**src/verilog/glay_params.svh**
```systemverilog
// sizing macros shared by the whole design
// GLAY_NUM_REQ counts the engines plus one host requester, which takes the last index
`ifndef GLAY_PARAMS_SVH
`define GLAY_PARAMS_SVH

// edge-sum engines behind the arbiter
`define GLAY_NUM_ENGINES 3
`define GLAY_NUM_REQ (`GLAY_NUM_ENGINES + 1)

// edge memory is 2**GLAY_MEM_AW words deep
`define GLAY_MEM_AW 8
`define GLAY_DATA_W 32

// host side, bit 12 set selects the edge memory window
`define GLAY_AXI_AW 16
`define GLAY_MEM_WIN_BIT 12

`endif

```
**src/verilog/glay_pkg.sv**
```systemverilog
// shared types, widths come from glay_params.svh
`include "glay_params.svh"

package glay_pkg;

    // data words, edge weights and sums
    typedef logic [`GLAY_DATA_W-1:0] word_t;

    // word address into the edge memory
    typedef logic [`GLAY_MEM_AW-1:0] mem_addr_t;

    // axi4-lite byte address
    typedef logic [`GLAY_AXI_AW-1:0] axi_addr_t;

    // requester index at the arbiter
    typedef logic [$clog2(`GLAY_NUM_REQ)-1:0] eng_sel_t;

    typedef enum logic [1:0] {
        eng_idle,
        eng_issue,
        eng_wait_data,
        eng_done
    } eng_state_t;

    typedef enum logic [1:0] {
        ctrl_idle,
        ctrl_mem_wait,
        ctrl_resp
    } ctrl_state_t;

endpackage : glay_pkg

```
**src/verilog/glay_mem_if.sv**
```systemverilog
// one requester's port onto the shared edge memory
// req, we, addr and wdata hold until grant; rvalid comes two cycles after grant

interface glay_mem_if;

    // requester side
    logic                req;
    logic                we;
    glay_pkg::mem_addr_t addr;
    glay_pkg::word_t     wdata;

    // arbiter side
    logic                grant;
    logic                rvalid;
    glay_pkg::word_t     rdata;

    modport requester (
        output req,
        output we,
        output addr,
        output wdata,
        input  grant,
        input  rvalid,
        input  rdata
    );

    modport arbiter (
        input  req,
        input  we,
        input  addr,
        input  wdata,
        output grant,
        output rvalid,
        output rdata
    );

endinterface : glay_mem_if

```
**src/verilog/edge_sum_engine.sv**
```systemverilog
// sums length words from base, addresses wrap at the top of the memory
// start is ignored while busy; sum wraps modulo 2**32

module edge_sum_engine (
    input  logic                ap_clk,
    input  logic                areset,
    input  logic                start,
    input  glay_pkg::mem_addr_t base,
    input  glay_pkg::mem_addr_t length,
    glay_mem_if.requester       mem,
    output logic                done,
    output glay_pkg::word_t     sum
);
    import glay_pkg::*;

    eng_state_t state;
    // next word to read
    mem_addr_t  addr_q;
    // words still to add
    mem_addr_t  left_q;

    // read-only requester
    assign mem.req   = (state == eng_issue);
    assign mem.we    = 1'b0;
    assign mem.addr  = addr_q;
    assign mem.wdata = '0;
    assign done      = (state == eng_done);

    always_ff @(posedge ap_clk) begin
        if (areset) begin
            state  <= eng_idle;
            sum    <= '0;
            addr_q <= '0;
            left_q <= '0;
        end else begin
            case (state)
                eng_idle, eng_done: begin
                    if (start) begin
                        sum    <= '0;
                        addr_q <= base;
                        left_q <= length;
                        // empty range goes straight to done
                        state  <= (length == '0) ? eng_done : eng_issue;
                    end
                end
                eng_issue: begin
                    // req drops the cycle after grant
                    if (mem.grant) begin
                        state <= eng_wait_data;
                    end
                end
                eng_wait_data: begin
                    if (mem.rvalid) begin
                        sum    <= sum + mem.rdata;
                        addr_q <= addr_q + 1'b1;
                        left_q <= left_q - 1'b1;
                        state  <= (left_q == 1) ? eng_done : eng_issue;
                    end
                end
                default: state <= eng_idle;
            endcase
        end
    end

    // a pending request keeps its address
    a_addr_hold : assert property (
        @(posedge ap_clk) disable iff (areset)
        (mem.req && !mem.grant) |=> $stable(mem.addr)
    );

endmodule : edge_sum_engine

```
**src/flat_wrapper.sv**
```systemverilog
// flat-port wrapper written by rule: the top's interface ports become plain ports
module edge_sum_engine_flat import glay_pkg::*;
  (ap_clk, areset, start, base, length, done, sum, mem_req, mem_we, mem_addr, mem_wdata, mem_grant, mem_rvalid, mem_rdata);
  glay_mem_if mem_i ();
  input  logic ap_clk;
  input  logic areset;
  input  logic start;
  input  glay_pkg::mem_addr_t base;
  input  glay_pkg::mem_addr_t length;
  output logic done;
  output glay_pkg::word_t sum;
  output wire logic [$bits(mem_i.req)-1:0] mem_req;
  output wire logic [$bits(mem_i.we)-1:0] mem_we;
  output wire logic [$bits(mem_i.addr)-1:0] mem_addr;
  output wire logic [$bits(mem_i.wdata)-1:0] mem_wdata;
  input wire logic [$bits(mem_i.grant)-1:0] mem_grant;
  input wire logic [$bits(mem_i.rvalid)-1:0] mem_rvalid;
  input wire logic [$bits(mem_i.rdata)-1:0] mem_rdata;
  assign mem_req = mem_i.req;
  assign mem_we = mem_i.we;
  assign mem_addr = mem_i.addr;
  assign mem_wdata = mem_i.wdata;
  assign mem_i.grant = mem_grant;
  assign mem_i.rvalid = mem_rvalid;
  assign mem_i.rdata = mem_rdata;
  edge_sum_engine u_core (.ap_clk(ap_clk), .areset(areset), .start(start), .base(base), .length(length), .mem(mem_i), .done(done), .sum(sum));
endmodule
```
**config.mk**
```make
export PLATFORM = sky130hd
export DESIGN_NAME = edge_sum_engine_flat
export DESIGN_NICKNAME = d
export VERILOG_FILES = /design/src/verilog/glay_pkg.sv /design/src/verilog/glay_mem_if.sv /design/src/verilog/edge_sum_engine.sv /design/src/flat_wrapper.sv
export VERILOG_INCLUDE_DIRS = /design/src /design/src/verilog
export SDC_FILE = /design/constraint.sdc
export NUM_CORES = 1
export LEC_CHECK = 0
export ABC_AREA = 1
export BUFFER_PORTS_ARGS = -buffer_cell sky130_fd_sc_hd__buf_4
export CORE_MARGIN = 2
export CORE_UTILIZATION = 41
export DETAILED_ROUTE_END_ITERATION = 12
export GPL_TIMING_DRIVEN = 0
export PLACE_DENSITY = 0.76
export SLEW_MARGIN = 20
export SYNTH_ARGS = -nofsm -noshare
export SYNTH_HDL_FRONTEND = slang
export SYNTH_SLANG_ARGS = --single-unit
export TNS_END_PERCENT = 10
```
**constraint.sdc**
```tcl
create_clock -name ap_clk -period 2.88 [get_ports ap_clk]
set_clock_uncertainty 0.15 [all_clocks]
set_input_delay 0.576 -clock ap_clk [delete_from_list [all_inputs] [get_ports ap_clk]]
set_output_delay 0.576 -clock ap_clk [all_outputs]
set_load 0.005 [all_outputs]
```
## After elaboration in Yosys (flattened, before gate mapping)

Index checks and enable logic that the tools add are counted.

| storage, ports and cells | value |
|---|---|
| input port bits | 53 |
| output and inout bits | 75 |
| logic and storage cells | 35 |
| register bits | 50 |

| operators by class | value |
|---|---|
| equality and inequality tests | 7 |
| reductions and logical operators | 6 |
| muxes and demuxes | 15 |
| add/subtract/negate cells | 3 |

Operators with widths:

| cell | number |
|---|---|
| $mux 32 | 2 |
| $pmux 32 s2 | 1 |
| $add 32x32->32 | 1 |
| $mux 8 | 4 |
| $pmux 8 s2 | 2 |
| $mux 2 | 5 |
| $add 8x1->8 const B | 1 |
| $eq 8x1->1 const B | 1 |
| $logic_not 8->1 | 1 |
| $sub 8x1->8 const B | 1 |
| $pmux 2 s3 | 1 |
| $reduce_and 3->1 | 2 |
| $eq 2x2->1 const B | 2 |
| $ne 2x2->1 const B | 2 |
| $eq 2x1->1 const B | 1 |
| $logic_not 2->1 | 1 |
| $ne 2x1->1 const B | 1 |
| $reduce_bool 2->1 | 1 |
| $reduce_or 2->1 | 1 |

## Longest topological paths before layout

| depth | value |
|---|---|
| word-level depth | 4 |
| gate-level depth with buffers | 13 |
| mapped depth without buffers | 13 |

## Least setup slack after synthesis

Ideal clock, no wire load.

| timing | value |
|---|---|
| path kind | input port to flip-flop |
| start | input mem_rdata[0] |
| end | register u_core.sum[16] |
| setup time | 0.135 ns |
| path buffers | 0 |
| data arrival time | 1.923 ns |
| required time | 2.595 ns |
| slack | 0.672 ns |
| stages | 13 |
| path through | ha_1 -> inv_1 -> fa_1 -> inv_1 -> nand3_1 -> nand3_1 -> nand2_1 -> nand2_1 -> inv_1 -> o21ai_0 -> nand2_1 -> nand3_1 -> a21oi_1 |

| on the way | value |
|---|---|
| word-level cells in the longest chain between the ends | 3 |

RTL lines:

| what | line | RTL |
|---|---|---|
| from (decl) | flat_wrapper.sv:18 | `input wire logic [$bits(mem_i.rdata)-1:0] mem_rdata;` |
| $add 32x32->32 | edge_sum_engine.sv:54 | `sum <= sum + mem.rdata;` |
| $mux 32 | edge_sum_engine.sv:53 | `if (mem.rvalid) begin` |
| $pmux 32 s2 | edge_sum_engine.sv:36 | `case (state)` |
| to (signal assigned) | edge_sum_engine.sv:54 |  |
| to (decl) | edge_sum_engine.sv:12 | `output glay_pkg::word_t sum` |

Every way passes these cells. The select of a mux whose other input is x is not followed.
A chain may end at the register's enable or synchronous reset.

## Worst setup path after layout

| timing | value |
|---|---|
| start | register u_core.sum[0] |
| end | register u_core.sum[16] |

| on the way | value |
|---|---|
| word-level cells in the longest chain between the ends | 3 |

RTL lines:

| what | line |
|---|---|
| $add 32x32->32 | edge_sum_engine.sv:54 |
| $mux 32 | edge_sum_engine.sv:53 |
| $pmux 32 s2 | edge_sum_engine.sv:36 |

Every way passes these cells. The select of a mux whose other input is x is not followed.

==> impl_results.md <==
- Status: completed
- Setup crit end kind: flip-flop
- CP Max Fanout: 5
- Max_slew headroom: 59.4%
- Synth area leaders: nand2_1 21%, dfxtp_1 20%, inv_1 11%
- Via count of the routed design: 5274
- Pin count of the biggest net entering global routing: 18
- Post-CTS Resized: 0
- FP Rows: 39
- Overall power: approximately 4.1 mW
- Yosys top cell by area: nand2_1
- Count leader, synth: nand2_1
- Setup crit start kind: flip-flop
- Vias in the first global route: between 4000 and 5000
- # diodes: 0
- Total track usage: approximately a fifth
- Core Footprint: between 10000 and 15000 sq um
- CTS Buffer Depth: 2
- Clk sinks: 50
- CTS tree: done
- Initial antenna violation count: 0
- Skew-Pair Late Insertion Delay: approximately 310 ps
- Setup Buffers After CTS: 0
- Drt wl/cell: around 12 microns
- Worst hold margin: ~330 ps
- Unrepaired setup endpoints after global routing: false
- Post-synthesis register bit count: 50
- Critical path class: flip-flop to flip-flop
- Top cell type's share of synthesized area: 20.7%
- Layout cells sized above 1: approximately a fifth
- Htree depth: 2
- Peak supply drop: between 500 and 600 uV
- Arrival time at the worst endpoint: between 2000 and 2500 ps
- Register area share after synthesis: 20.4%
- WL final: between 10 and 15 mm
- Chip width: between 100 and 150 microns
- Tightest Pin Transition: ~600 ps
- Total congestion overflow: 0
- Post-synth EDFFs: 0
- Post-synth top flop: dfxtp_1
- Root Driver: clkbuf_16
- Syn_area_per_cell: about 5.9 sq um
- Most frequent cells after synthesis: 270 x nand2_1, 138 x inv_1, 67 x a21oi_1, 52 x nor2_1, 50 x dfxtp_1
- Post-route setup TNS: 0 ps
- ANT nets after route: 0
- Critical Path RT: between 2000 and 3000 ps
- Clock-pin slew on the worst setup and hold paths: approximately 80 ps
- Max Cap Viol: 0
- PortBufs: just over 90
- Initial Util: 42.4%
- Initial DRT Pass Iterations: 5
- Die H: 113 microns
- Synth Instances: 828
- Synthesis-to-finish area growth: 23.9%
- DRC viols: 0
- Layout fillers: 1205
- Top-Level Pins: about 130
- Routability congestion estimate: around 0.95
- Final Hold Viols: 0
- Die area: about 13000 sq um
- Power Density: between 600 and 700 nW/um^2
- Mapped cell area: 4900 sq um
- Fin. max-slew vios: 0
- Final setup viols: 0
- Total number of yosys warnings: 0
- Cts bufs inserted: 5
- Fmax: between 400 and 500 MHz
- Nets: 1052
- Crit path time final: approximately 2400 ps
- Hold Buf Count CTS: 0
- Starting DRC count in detailed routing: between 200 and 300
- Multi-input logic area: ~3100 sq um
- Pre-CTS setup slack: 233 ps
- Final worst slack: a little under 500 ps
- Asr flop ratio synth: 0%
- Pleak: 3.37 nW
- Post-DR vias/cell: 4.78
- HPWL Detailed: about 11 mm
- Reg area: between 1000 and 1500 sq um
- Part of the cycle the worst path needs: roughly 83%
- First-pass GRT wire length: around 22 mm
- Hold Path Class: flip-flop to flip-flop
- Post-synth cell types: 38
-- metrics by stage --
step	instances	cell area [sq um]	utilization, %
2_1_floorplan	860	5020	-
3_3_place_gp	1096	5900	51.0
3_5_place_dp	1096	5900	51.0
4_1_cts	1104	6080	52.5
5_1_grt	1104	6080	52.5
6_report	1104	6080	52.5
-- critical path, stage by stage, from the launching register on --
cell,delay (ps)
dfxtp_1,350
ha_1,220
inv_1,70
fa_1,350
inv_1,150
nand3_1,90
nand3_1,170
nand2_1,70
nand2_1,140
inv_1,70
o21ai_0,170
nand2_1,70
nand3_1,110
a21oi_1,70
-- cells by family after synthesis --
kind of cell,count (synthesis),share of synthesized area (%)
AO/OA/AOI/OAI,132,15.4
XOR/XNOR,3,0.536
adder cells (fa/ha/maj),39,10.1
buffers and inverters,195,17.9
flip-flops,50,20.4
other,1,0.0765
AND/OR/NAND/NOR,408,35.6
-- cells in the final DEF, fill, tap and decap left out, types with 2 or more instances in the layout --
cell       instances
clkbuf_16          5
o21bai_1           3
dfxtp_1           50
o22ai_1            8
inv_1            138
nor2_1            52
a31oi_1            3
ha_1              38
conb_1            33
nand3b_1           4
a21o_1             2
a221oi_1           3
nand2_2           14
or2_2              2
nor4_1             2
nand3_1           39
a21oi_2            6
xor2_1             3
buf_2              5
a21oi_1           67
clkbuf_1           7
o211ai_1           3
or2_1              2
buf_4            130
nor2_2             2
a211oi_1           6
nand2_1          270
o21ai_0           29
nor3_1             4
nand3_2           11
inv_2              6
nand4_1            4
-- registers in the layout, summed over array words and instances (netlist names) --
signal / cells
u_core.mem.addr: 8
u_core.state: 2
u_core.sum: 32
u_core.left_q: 8
-- power breakdown --
group | leakage, nW | switching (mW) | total, mW | internal, mW
Clock | 0.0819 | 0.309 | 0.726 | 0.417
Sequential | 0.408 | 0.145 | 1.01 | 0.867
Combinational | 2.88 | 1.47 | 2.36 | 0.883
Total | 3.37 | 1.93 | 4.10 | 2.17
-- area by class of cell --
type,instances,share of cell area [%]
clock inverters,3,0.803
inverters,145,8.96
repair buffers,93,11.5
clock buffers,5,2.06
flip-flops and latches,50,16.5
plain buffers,50,5.48
well taps,143,2.94
multi-input cells,615,51.8
-- per-layer routing --
metal  share of wire [%]  global-route usage, %  vias up  routed length (microns)
met5                   0                      0        -                        0
met4                 1.6                   6.26        0                      211
met3                 6.8                   5.21       16                      917
met2                  46                   35.1      149                     6100
met1                  46                   27.4     2298                     6180
li1                    -                      -     2811                        -
-- path summary, 6_finish.rpt --
check / startpoint / to / slack, ps / depth (start not counted)
max: u_core.sum[0] / u_core.sum[16] / 500 / 13
min: u_core.mem.addr[7] / u_core.mem.addr[7] / 330 / 2
max reg2reg: u_core.sum[0] / u_core.sum[16] / 500 / 13
min reg2reg: u_core.mem.addr[7] / u_core.mem.addr[7] / 330 / 2
No activity file was read; power rests on OpenSTA's default activity.
