`config.mk`:
```
export PLATFORM = sky130hd
export DESIGN_NAME = glay_ctrl_axil_flat
export DESIGN_NICKNAME = d
export VERILOG_FILES = /design/src/verilog/glay_pkg.sv /design/src/verilog/glay_mem_if.sv /design/src/verilog/glay_ctrl_axil.sv /design/src/flat_wrapper.sv
export VERILOG_INCLUDE_DIRS = /design/src /design/src/verilog
export SDC_FILE = /design/constraint.sdc
export NUM_CORES = 1
export LEC_CHECK = 0
export ABC_AREA = 0
export BUFFER_PORTS_ARGS = -buffer_cell sky130_fd_sc_hd__buf_4
export CAP_MARGIN = 10
export CORE_AREA = 2 2 130 132
export CTS_BUF_LIST = sky130_fd_sc_hd__clkbuf_4
export DETAILED_ROUTE_END_ITERATION = 10
export DIE_AREA = 0 0 132 134
export GPL_TIMING_DRIVEN = 0
export PLACE_DENSITY_LB_ADDON = 0.05
export SYNTH_ARGS = -nofsm -noshare
export SYNTH_HDL_FRONTEND = slang
export SYNTH_SLANG_ARGS = --single-unit
export TNS_END_PERCENT = 50
```
`constraint.sdc`:
```
create_clock -name ap_clk -period 2.3 [get_ports ap_clk]
set_input_delay 0.46 -clock ap_clk [delete_from_list [all_inputs] [get_ports ap_clk]]
set_output_delay 0.46 -clock ap_clk [all_outputs]
set_load 0.1 [all_outputs]
```
`src/verilog/glay_params.svh`:
```
// sizing macros shared by the whole design
// GLAY_NUM_REQ counts the engines plus one host requester, which takes the last index
`ifndef GLAY_PARAMS_SVH
`define GLAY_PARAMS_SVH

// edge-sum engines behind the arbiter
`define GLAY_NUM_ENGINES 3
`define GLAY_NUM_REQ (`GLAY_NUM_ENGINES + 1)

// edge memory is 2**GLAY_MEM_AW words deep
`define GLAY_MEM_AW 8
`define GLAY_DATA_W 32

// host side, bit 12 set selects the edge memory window
`define GLAY_AXI_AW 16
`define GLAY_MEM_WIN_BIT 12

`endif

```
`src/verilog/glay_pkg.sv`:
```
// shared types, widths come from glay_params.svh
`include "glay_params.svh"

package glay_pkg;

    // data words, edge weights and sums
    typedef logic [`GLAY_DATA_W-1:0] word_t;

    // word address into the edge memory
    typedef logic [`GLAY_MEM_AW-1:0] mem_addr_t;

    // axi4-lite byte address
    typedef logic [`GLAY_AXI_AW-1:0] axi_addr_t;

    // requester index at the arbiter
    typedef logic [$clog2(`GLAY_NUM_REQ)-1:0] eng_sel_t;

    typedef enum logic [1:0] {
        eng_idle,
        eng_issue,
        eng_wait_data,
        eng_done
    } eng_state_t;

    typedef enum logic [1:0] {
        ctrl_idle,
        ctrl_mem_wait,
        ctrl_resp
    } ctrl_state_t;

endpackage : glay_pkg

```
`src/verilog/glay_mem_if.sv`:
```
// one requester's port onto the shared edge memory
// req, we, addr and wdata hold until grant; rvalid comes two cycles after grant

interface glay_mem_if;

    // requester side
    logic                req;
    logic                we;
    glay_pkg::mem_addr_t addr;
    glay_pkg::word_t     wdata;

    // arbiter side
    logic                grant;
    logic                rvalid;
    glay_pkg::word_t     rdata;

    modport requester (
        output req,
        output we,
        output addr,
        output wdata,
        input  grant,
        input  rvalid,
        input  rdata
    );

    modport arbiter (
        input  req,
        input  we,
        input  addr,
        input  wdata,
        output grant,
        output rvalid,
        output rdata
    );

endinterface : glay_mem_if

```
`src/verilog/glay_ctrl_axil.sv`:
```
// axi4-lite slave, one transaction at a time, every response okay
// register accesses answer in 2 cycles, memory-window accesses wait on the arbiter
`include "glay_params.svh"

module glay_ctrl_axil (
    input  logic                         ap_clk,
    input  logic                         areset,
    input  glay_pkg::axi_addr_t          awaddr,
    input  logic                         awvalid,
    output logic                         awready,
    input  glay_pkg::word_t              wdata,
    input  logic                         wvalid,
    output logic                         wready,
    output logic [1:0]                   bresp,
    output logic                         bvalid,
    input  logic                         bready,
    input  glay_pkg::axi_addr_t          araddr,
    input  logic                         arvalid,
    output logic                         arready,
    output glay_pkg::word_t              rdata,
    output logic [1:0]                   rresp,
    output logic                         rvalid,
    input  logic                         rready,
    output logic [`GLAY_NUM_ENGINES-1:0] start,
    output glay_pkg::mem_addr_t          base   [`GLAY_NUM_ENGINES],
    output glay_pkg::mem_addr_t          length [`GLAY_NUM_ENGINES],
    input  logic [`GLAY_NUM_ENGINES-1:0] done,
    input  glay_pkg::word_t              sum    [`GLAY_NUM_ENGINES],
    glay_mem_if.requester                mem
);
    import glay_pkg::*;

    ctrl_state_t state;
    axi_addr_t   addr_q;
    word_t       wdata_q;
    logic        is_wr;
    logic        is_mem;
    // memory request already granted
    logic        issued;
    logic [1:0]  eng_idx;
    logic [1:0]  reg_off;
    logic        reg_hit;
    word_t       reg_rdata;

    assign bresp = 2'b00;
    assign rresp = 2'b00;

    // --------------------
    // register decode, 16 bytes per engine
    assign eng_idx = addr_q[5:4];
    assign reg_off = addr_q[3:2];
    assign reg_hit = (addr_q[`GLAY_MEM_WIN_BIT-1:6] == '0) && (eng_idx < `GLAY_NUM_ENGINES);

    always_comb begin
        reg_rdata = '0;
        if (reg_hit) begin
            case (reg_off)
                2'd0:    reg_rdata = word_t'(base[eng_idx]);
                2'd1:    reg_rdata = word_t'(length[eng_idx]);
                2'd2:    reg_rdata = word_t'(done[eng_idx]);
                default: reg_rdata = sum[eng_idx];
            endcase
        end
    end

    // memory window, word address from bits 9:2
    assign mem.req   = (state == ctrl_mem_wait) && is_mem && !issued;
    assign mem.we    = is_wr;
    assign mem.addr  = addr_q[`GLAY_MEM_AW+1:2];
    assign mem.wdata = wdata_q;

    // --------------------
    // transaction FSM
    always_ff @(posedge ap_clk) begin
        if (areset) begin
            state   <= ctrl_idle;
            awready <= 1'b0;
            wready  <= 1'b0;
            arready <= 1'b0;
            bvalid  <= 1'b0;
            rvalid  <= 1'b0;
            start   <= '0;
            is_wr   <= 1'b0;
            is_mem  <= 1'b0;
            issued  <= 1'b0;
            for (int e = 0; e < `GLAY_NUM_ENGINES; e++) begin
                base[e]   <= '0;
                length[e] <= '0;
            end
        end else begin
            // ready and start are single-cycle pulses
            awready <= 1'b0;
            wready  <= 1'b0;
            arready <= 1'b0;
            start   <= '0;
            case (state)
                ctrl_idle: begin
                    issued <= 1'b0;
                    // writes win over reads
                    if (awvalid && wvalid) begin
                        awready <= 1'b1;
                        wready  <= 1'b1;
                        is_wr   <= 1'b1;
                        is_mem  <= awaddr[`GLAY_MEM_WIN_BIT];
                        state   <= ctrl_mem_wait;
                    end else if (arvalid) begin
                        arready <= 1'b1;
                        is_wr   <= 1'b0;
                        is_mem  <= araddr[`GLAY_MEM_WIN_BIT];
                        state   <= ctrl_mem_wait;
                    end
                end
                ctrl_mem_wait: begin
                    if (!is_mem) begin
                        // register access, done in this one cycle
                        if (is_wr) begin
                            bvalid <= 1'b1;
                            if (reg_hit) begin
                                case (reg_off)
                                    2'd0:    base[eng_idx]   <= wdata_q[`GLAY_MEM_AW-1:0];
                                    2'd1:    length[eng_idx] <= wdata_q[`GLAY_MEM_AW-1:0];
                                    2'd2:    start[eng_idx]  <= 1'b1;
                                    default: ;
                                endcase
                            end
                        end else begin
                            rvalid <= 1'b1;
                        end
                        state <= ctrl_resp;
                    end else if (mem.grant && is_wr) begin
                        bvalid <= 1'b1;
                        state  <= ctrl_resp;
                    end else if (mem.grant) begin
                        issued <= 1'b1;
                    end else if (mem.rvalid) begin
                        rvalid <= 1'b1;
                        state  <= ctrl_resp;
                    end
                end
                ctrl_resp: begin
                    // hold the response until the master takes it
                    if ((bvalid && bready) || (rvalid && rready)) begin
                        bvalid <= 1'b0;
                        rvalid <= 1'b0;
                        state  <= ctrl_idle;
                    end
                end
                default: state <= ctrl_idle;
            endcase
        end
    end

    // --------------------
    // captured request and read data
    always_ff @(posedge ap_clk) begin
        if (state == ctrl_idle) begin
            if (awvalid && wvalid) begin
                addr_q  <= awaddr;
                wdata_q <= wdata;
            end else if (arvalid) begin
                addr_q <= araddr;
            end
        end
        // last update lands with mem.rvalid, then frozen in resp
        if (state == ctrl_mem_wait) begin
            rdata <= is_mem ? mem.rdata : reg_rdata;
        end
    end

endmodule : glay_ctrl_axil

```
`src/flat_wrapper.sv`:
```
// flat-port wrapper written by rule: the top's interface ports become plain ports
module glay_ctrl_axil_flat import glay_pkg::*;
  (ap_clk, areset, awaddr, awvalid, awready, wdata, wvalid, wready, bresp, bvalid, bready, araddr, arvalid, arready, rdata, rresp, rvalid, rready, start, base, length, done, sum, mem_req, mem_we, mem_addr, mem_wdata, mem_grant, mem_rvalid, mem_rdata);
  glay_mem_if mem_i ();
  input  logic ap_clk;
  input  logic areset;
  input  glay_pkg::axi_addr_t awaddr;
  input  logic awvalid;
  output logic awready;
  input  glay_pkg::word_t wdata;
  input  logic wvalid;
  output logic wready;
  output logic [1:0] bresp;
  output logic bvalid;
  input  logic bready;
  input  glay_pkg::axi_addr_t araddr;
  input  logic arvalid;
  output logic arready;
  output glay_pkg::word_t rdata;
  output logic [1:0] rresp;
  output logic rvalid;
  input  logic rready;
  output logic [`GLAY_NUM_ENGINES-1:0] start;
  output glay_pkg::mem_addr_t base[`GLAY_NUM_ENGINES];
  output glay_pkg::mem_addr_t length[`GLAY_NUM_ENGINES];
  input  logic [`GLAY_NUM_ENGINES-1:0] done;
  input  glay_pkg::word_t sum[`GLAY_NUM_ENGINES];
  output wire logic [$bits(mem_i.req)-1:0] mem_req;
  output wire logic [$bits(mem_i.we)-1:0] mem_we;
  output wire logic [$bits(mem_i.addr)-1:0] mem_addr;
  output wire logic [$bits(mem_i.wdata)-1:0] mem_wdata;
  input wire logic [$bits(mem_i.grant)-1:0] mem_grant;
  input wire logic [$bits(mem_i.rvalid)-1:0] mem_rvalid;
  input wire logic [$bits(mem_i.rdata)-1:0] mem_rdata;
  assign mem_req = mem_i.req;
  assign mem_we = mem_i.we;
  assign mem_addr = mem_i.addr;
  assign mem_wdata = mem_i.wdata;
  assign mem_i.grant = mem_grant;
  assign mem_i.rvalid = mem_rvalid;
  assign mem_i.rdata = mem_rdata;
  glay_ctrl_axil u_core (.ap_clk(ap_clk), .areset(areset), .awaddr(awaddr), .awvalid(awvalid), .awready(awready), .wdata(wdata), .wvalid(wvalid), .wready(wready), .bresp(bresp), .bvalid(bvalid), .bready(bready), .araddr(araddr), .arvalid(arvalid), .arready(arready), .rdata(rdata), .rresp(rresp), .rvalid(rvalid), .rready(rready), .start(start), .base(base), .length(length), .done(done), .sum(sum), .mem(mem_i));
endmodule
```
* Word level (Yosys, flattened, before mapping)
Cells that the tools add are included. W data, S select, Z words.
Word-level totals: bits in registers 136, logic and storage cells 126
Cells by class: mux-type cells 51, equal/unequal tests 17, $lt $le $gt $ge 5, bitwise operators 7, reductions and logical operators 28
Operator list (number):
- $mux W32 | 4
- $pmux W32 S3 | 1
- $bmux W32 S2 | 1
- $bwmux W24 | 2
- $mux W8 | 5
- $bmux W8 S2 | 2
- $mux W12 | 2
- $mux W1 | 20
- $ne A3 B3 Y1 const B | 6
- $demux W8 S2 | 1
- $mux W2 | 7
- $reduce_and A4 Y1 | 3
- $reduce_and A5 Y1 | 2
- $logic_and A1 B1 Y1 | 9
- $ne A4 B4 Y1 const B | 2
- $logic_not A6 Y1 | 1
- $not A1 Y1 | 6
- $pmux W1 S2 | 3
- $pmux W2 S3 | 1
- $reduce_and A6 Y1 | 1
- $reduce_bool A2 Y1 | 3
- $reduce_or A6 Y1 | 1
- $eq A2 B1 Y1 const B | 2
- $eq A2 B2 Y1 const B | 2
- 17 further kinds | 21

* Depth between registers and ports, before layout
word-level depth 7, depth in mapped cells 7, mapped depth without buffers 6

* Worst setup path before layout
No wires, ideal clock.
path kind register -> output, start point register u_core.state[1], end point output port mem_req, buffers on the path 0, cell stages (with the launch flop) 5, arrival time 2927 ps, setup slack -1087 ps, cells stage by stage dfxtp_1 -> inv_1 -> ha_1 -> and2_1 -> nor2b_1
Between the ends: longest elaborated chain between the ends 3
RTL lines:
- start, declared | RTL line glay_ctrl_axil.sv:33 | ctrl_state_t state;
- start signal, assigned | RTL line glay_ctrl_axil.sv:76 | state <= ctrl_idle;
- start signal, assigned | RTL line glay_ctrl_axil.sv:105 | state <= ctrl_mem_wait;
- start signal, assigned | RTL line glay_ctrl_axil.sv:110 | state <= ctrl_mem_wait;
- $eq A2 B1 Y1 | RTL line glay_ctrl_axil.sv:67 | assign mem.req = (state == ctrl_mem_wait) && is_mem && !issued;
- $logic_and A1 B1 Y1 (2 in series) | RTL line glay_ctrl_axil.sv:67
- end, declared | RTL line flat_wrapper.sv:28 | output wire logic [$bits(mem_i.req)-1:0] mem_req;
Every way passes these cells.

* Final worst setup path
Same ends and word-level chain as after synthesis.

==> results.md <==
* Fmax achieved at around 470 MHz
* Worst vdd ir at 0.000624 V
* Worst hold endpoint: u_core.mem.wdata[1]
* EDFF count, synth at 74
* MaxCap Viol Count at 0
* Slowest stage delay, CP at 0.34 ns
* Synthesized cell area at 0.00652 sq mm
* Vias at 5752
* Sw Share at between 50% and 60%
* Worst-path clk slew at around 0.13 ns
* DRT antenna net count at 0
* Share of cells above drive strength 1 at 45.4%
* RSZ-0062 raised after global routing: false
* Residual DRC at 0
* HP Start: wdata[1]
* WHS Path Cells at 1
* Top cells by area, synth: edfxtp_1 34%, dfxtp_1 18%, mux2i_1 15%
* Fin. max-slew vios at 0
* Critical Path, Cell by Cell: inv_1, ha_4, and2_1, nor2b_4, buf_6
* Int Power at 4.91 mW
* Most frequently used flop master after synthesis: edfxtp_1
* Slew @ Worst Pin at 0.540 ns
* CTS buffer count at 17
* CTS tree: done
* Yosys warns at 0
* Starting Density at between 40% and 50%
* Area leader, netlist: edfxtp_1
* Input/output buffers at 322
* Final setup viols at 0
* Startpoint Class: flop
* Pin count of the biggest net entering global routing at 33
* Flop pwr share at 32.8%
* Die height at 134 microns
* Min cycle time layout at 2.13 ns
* Hold Violations, Final at 0
* WL per Instance at 19.7 microns
* Worst Path Buf+Inv at 2
* Placed Area at ~0.0092 sq mm
* Async SR Flop Fraction at 0%
* First-pass GRT wire length at 33.8 mm
* Die Wd at 132 microns
* Syn Inst Count at 558
* # fillers at ~1400
* Via count of the first global-routing pass at 6011
* DIE AREA at 0.0177 sq mm
* GRT Total Usage at 25.2%
* Critical Path RT at 1.84 ns
* Iteration-0 DRC count of the detailed router at 258
* Hold WC Path Type: primary input to flop
* Worst R2R Start: u_core.addr_q[4]
* Synth top cells by count: 95 x mux2i_1, 74 x edfxtp_1, 60 x dfxtp_1
* Clock latency on the worst-skew pair at between 0.5 and 0.6 ns
* DPL Wire Length at around 18 mm
* CP arrival at 1.67 ns
* Yosys reg bits at 134
* Final core utilization at 58.9%
* Layout net count at approximately 1100
* CTS Root Cell: clkbuf_4
* Skew final at roughly 0.024 ns
* Routability-driven placement congestion ratio at 0.902
* Worst setup margin at 0.173 ns
* Core area at 0.0163 sq mm
* Avg Cell Area, Syn at 11.7 sq um
* Drt first pass iters at 5
* Final period util at 92.5%
* Status: complete, no violations
* R2r endpoint: u_core.rdata[0]
* Area grow syn2layout at 47.1%
* Max Root-Sink Buffers at 2
* H-Tree Depth at 4
* Clock power share at between 10% and 20%
* CP Capture Type: primary output
* Setup crit start: u_core.state[1]
* Initial antenna violation count at 1
* DR vias/cell at 5.05
* Cell family with most CP delay: buffers and inverters
* Max-slew headroom at 64.0%
* Grt ovf at 0
* Share of the yosys chip area belonging to registers at 52.5%
* CTS Hold Bufs at 0
* Final TNS setup at 0 ns
* Routed WL at about 22 mm
* P per Cell Area at 1030 mW/mm^2
* IO Pins at 338
* Flop2flop setup slack at 0.31 ns
* Kind of critical path: flop to primary output
* Design Area, Final at 0.00960 sq mm
* Synth cell types at 53
* Clock Sinks at 134
* Most frequent cell after synthesis: mux2i_1
* Crit path max fanout at 3
* Slowest cell on crit path: dfxtp_1
* FP Rows at between 40 and 50
* R2R cell count at 5
* Top cell type's share of synthesized area at 34.1%
* Pre-CTS worst setup slack at -0.333 ns
* Combinational power share at between 50% and 60%
* Psw at around 5.0 mW
* Leakage power at 4.41 nW
==> flip-flops by register name (all words and copies together), names as in the netlist <==
name              count
u_core.addr_q        10
u_core.arready        1
u_core.awready        1
u_core.base          24
u_core.bvalid         1
u_core.is_mem         1
u_core.issued         1
u_core.length        24
u_core.mem.wdata     32
u_core.mem.we         1
u_core.rdata         32
u_core.rvalid         1
u_core.start          3
u_core.state          2
==> per-stage QoR <==
stage          power (mW)  hold WS [ns]  std cells
6_report             9.90        0.0839       1140
5_1_grt              10.3        0.0189       1140
4_1_cts              9.94        0.0275       1138
3_5_place_dp         8.31         0.485       1103
3_3_place_gp         8.25         0.478       1103
2_1_floorplan        7.03         0.512        561
==> kinds of logic after synthesis <==
family	synth area share (%)
adder cells (fa/ha/maj)	0.576
buffers and inverters	5.16
other	0.0575
AO/OA/AOI/OAI	11.9
multiplexers	16.7
AND/OR/NAND/NOR	13.2
flip-flops	52.5
==> per-layer routing <==
metal | wire (microns) | up-vias | global-route usage (%)
met1 | 8780 | 2688 | 30.0
met5 | 0 | - | 0
li1 | - | 2739 | -
met2 | 11000 | 286 | 42.7
met4 | 607 | 0 | 10.2
met3 | 2030 | 39 | 7.48
==> layout make-up <==
class	instances	area [sq um]	area share [%]
timing repair buffer	326	2490	26.0
buffer	49	307	3.19
tap	220	275	2.87
multi-input combinational	370	2790	29.1
inverter	8	30.0	0.313
clock buffer	17	128	1.33
antenna	1	2.50	0.0261
sequential	134	3420	35.7
clock inverter	15	146	1.53
==> cell usage in the layout, fill, tap and decap left out, drive strengths merged, types with 2 or more instances in the layout <==
cell type,n
a211oi,16
a21oi,15
a221o,2
a22o,24
a311oi,3
and2,2
and3,2
buf,357
clkbuf,35
clkinv,7
conb,4
dfxtp,60
edfxtp,74
ha,3
inv,14
mux2,12
mux2i,95
nand2,41
nand2b,41
nand3,6
nand4,2
nor2,37
nor2b,3
nor3,4
nor3b,2
nor4,3
o21ai,25
o2bb2ai,7
o41ai,8
==> timing repair <==
item,in CTS,in global routing
resized for setup,2,0
buffers inserted,3,0
endpoints found under the setup margin,23,0
==> worst max-delay path by stage <==
stage | endpoint | slack, ns | depth (start not counted)
CTS | mem_req | 0.12 | 5
detailed placement | u_core.mem.wdata[1] | -0.33 | 6
floorplan | mem_req | 0.11 | 4
global route | mem_req | 0.05 | 5
global placement | u_core.mem.wdata[1] | -0.25 | 6
finish | mem_req | 0.17 | 5
==> power groups by stage <==
stage | clock (mW) | combinational (mW) | sequential [mW]
6_report | 1.53 | 5.12 | 3.25
5_1_grt | 1.68 | 5.33 | 3.29
4_1_cts | 1.57 | 5.11 | 3.26
3_5_place_dp | 0 | 4.99 | 3.31
3_3_place_gp | 0 | 4.95 | 3.30
2_1_floorplan | 0 | 1.65 | 5.38
Note: power is estimated with default switching activity, not from simulation.
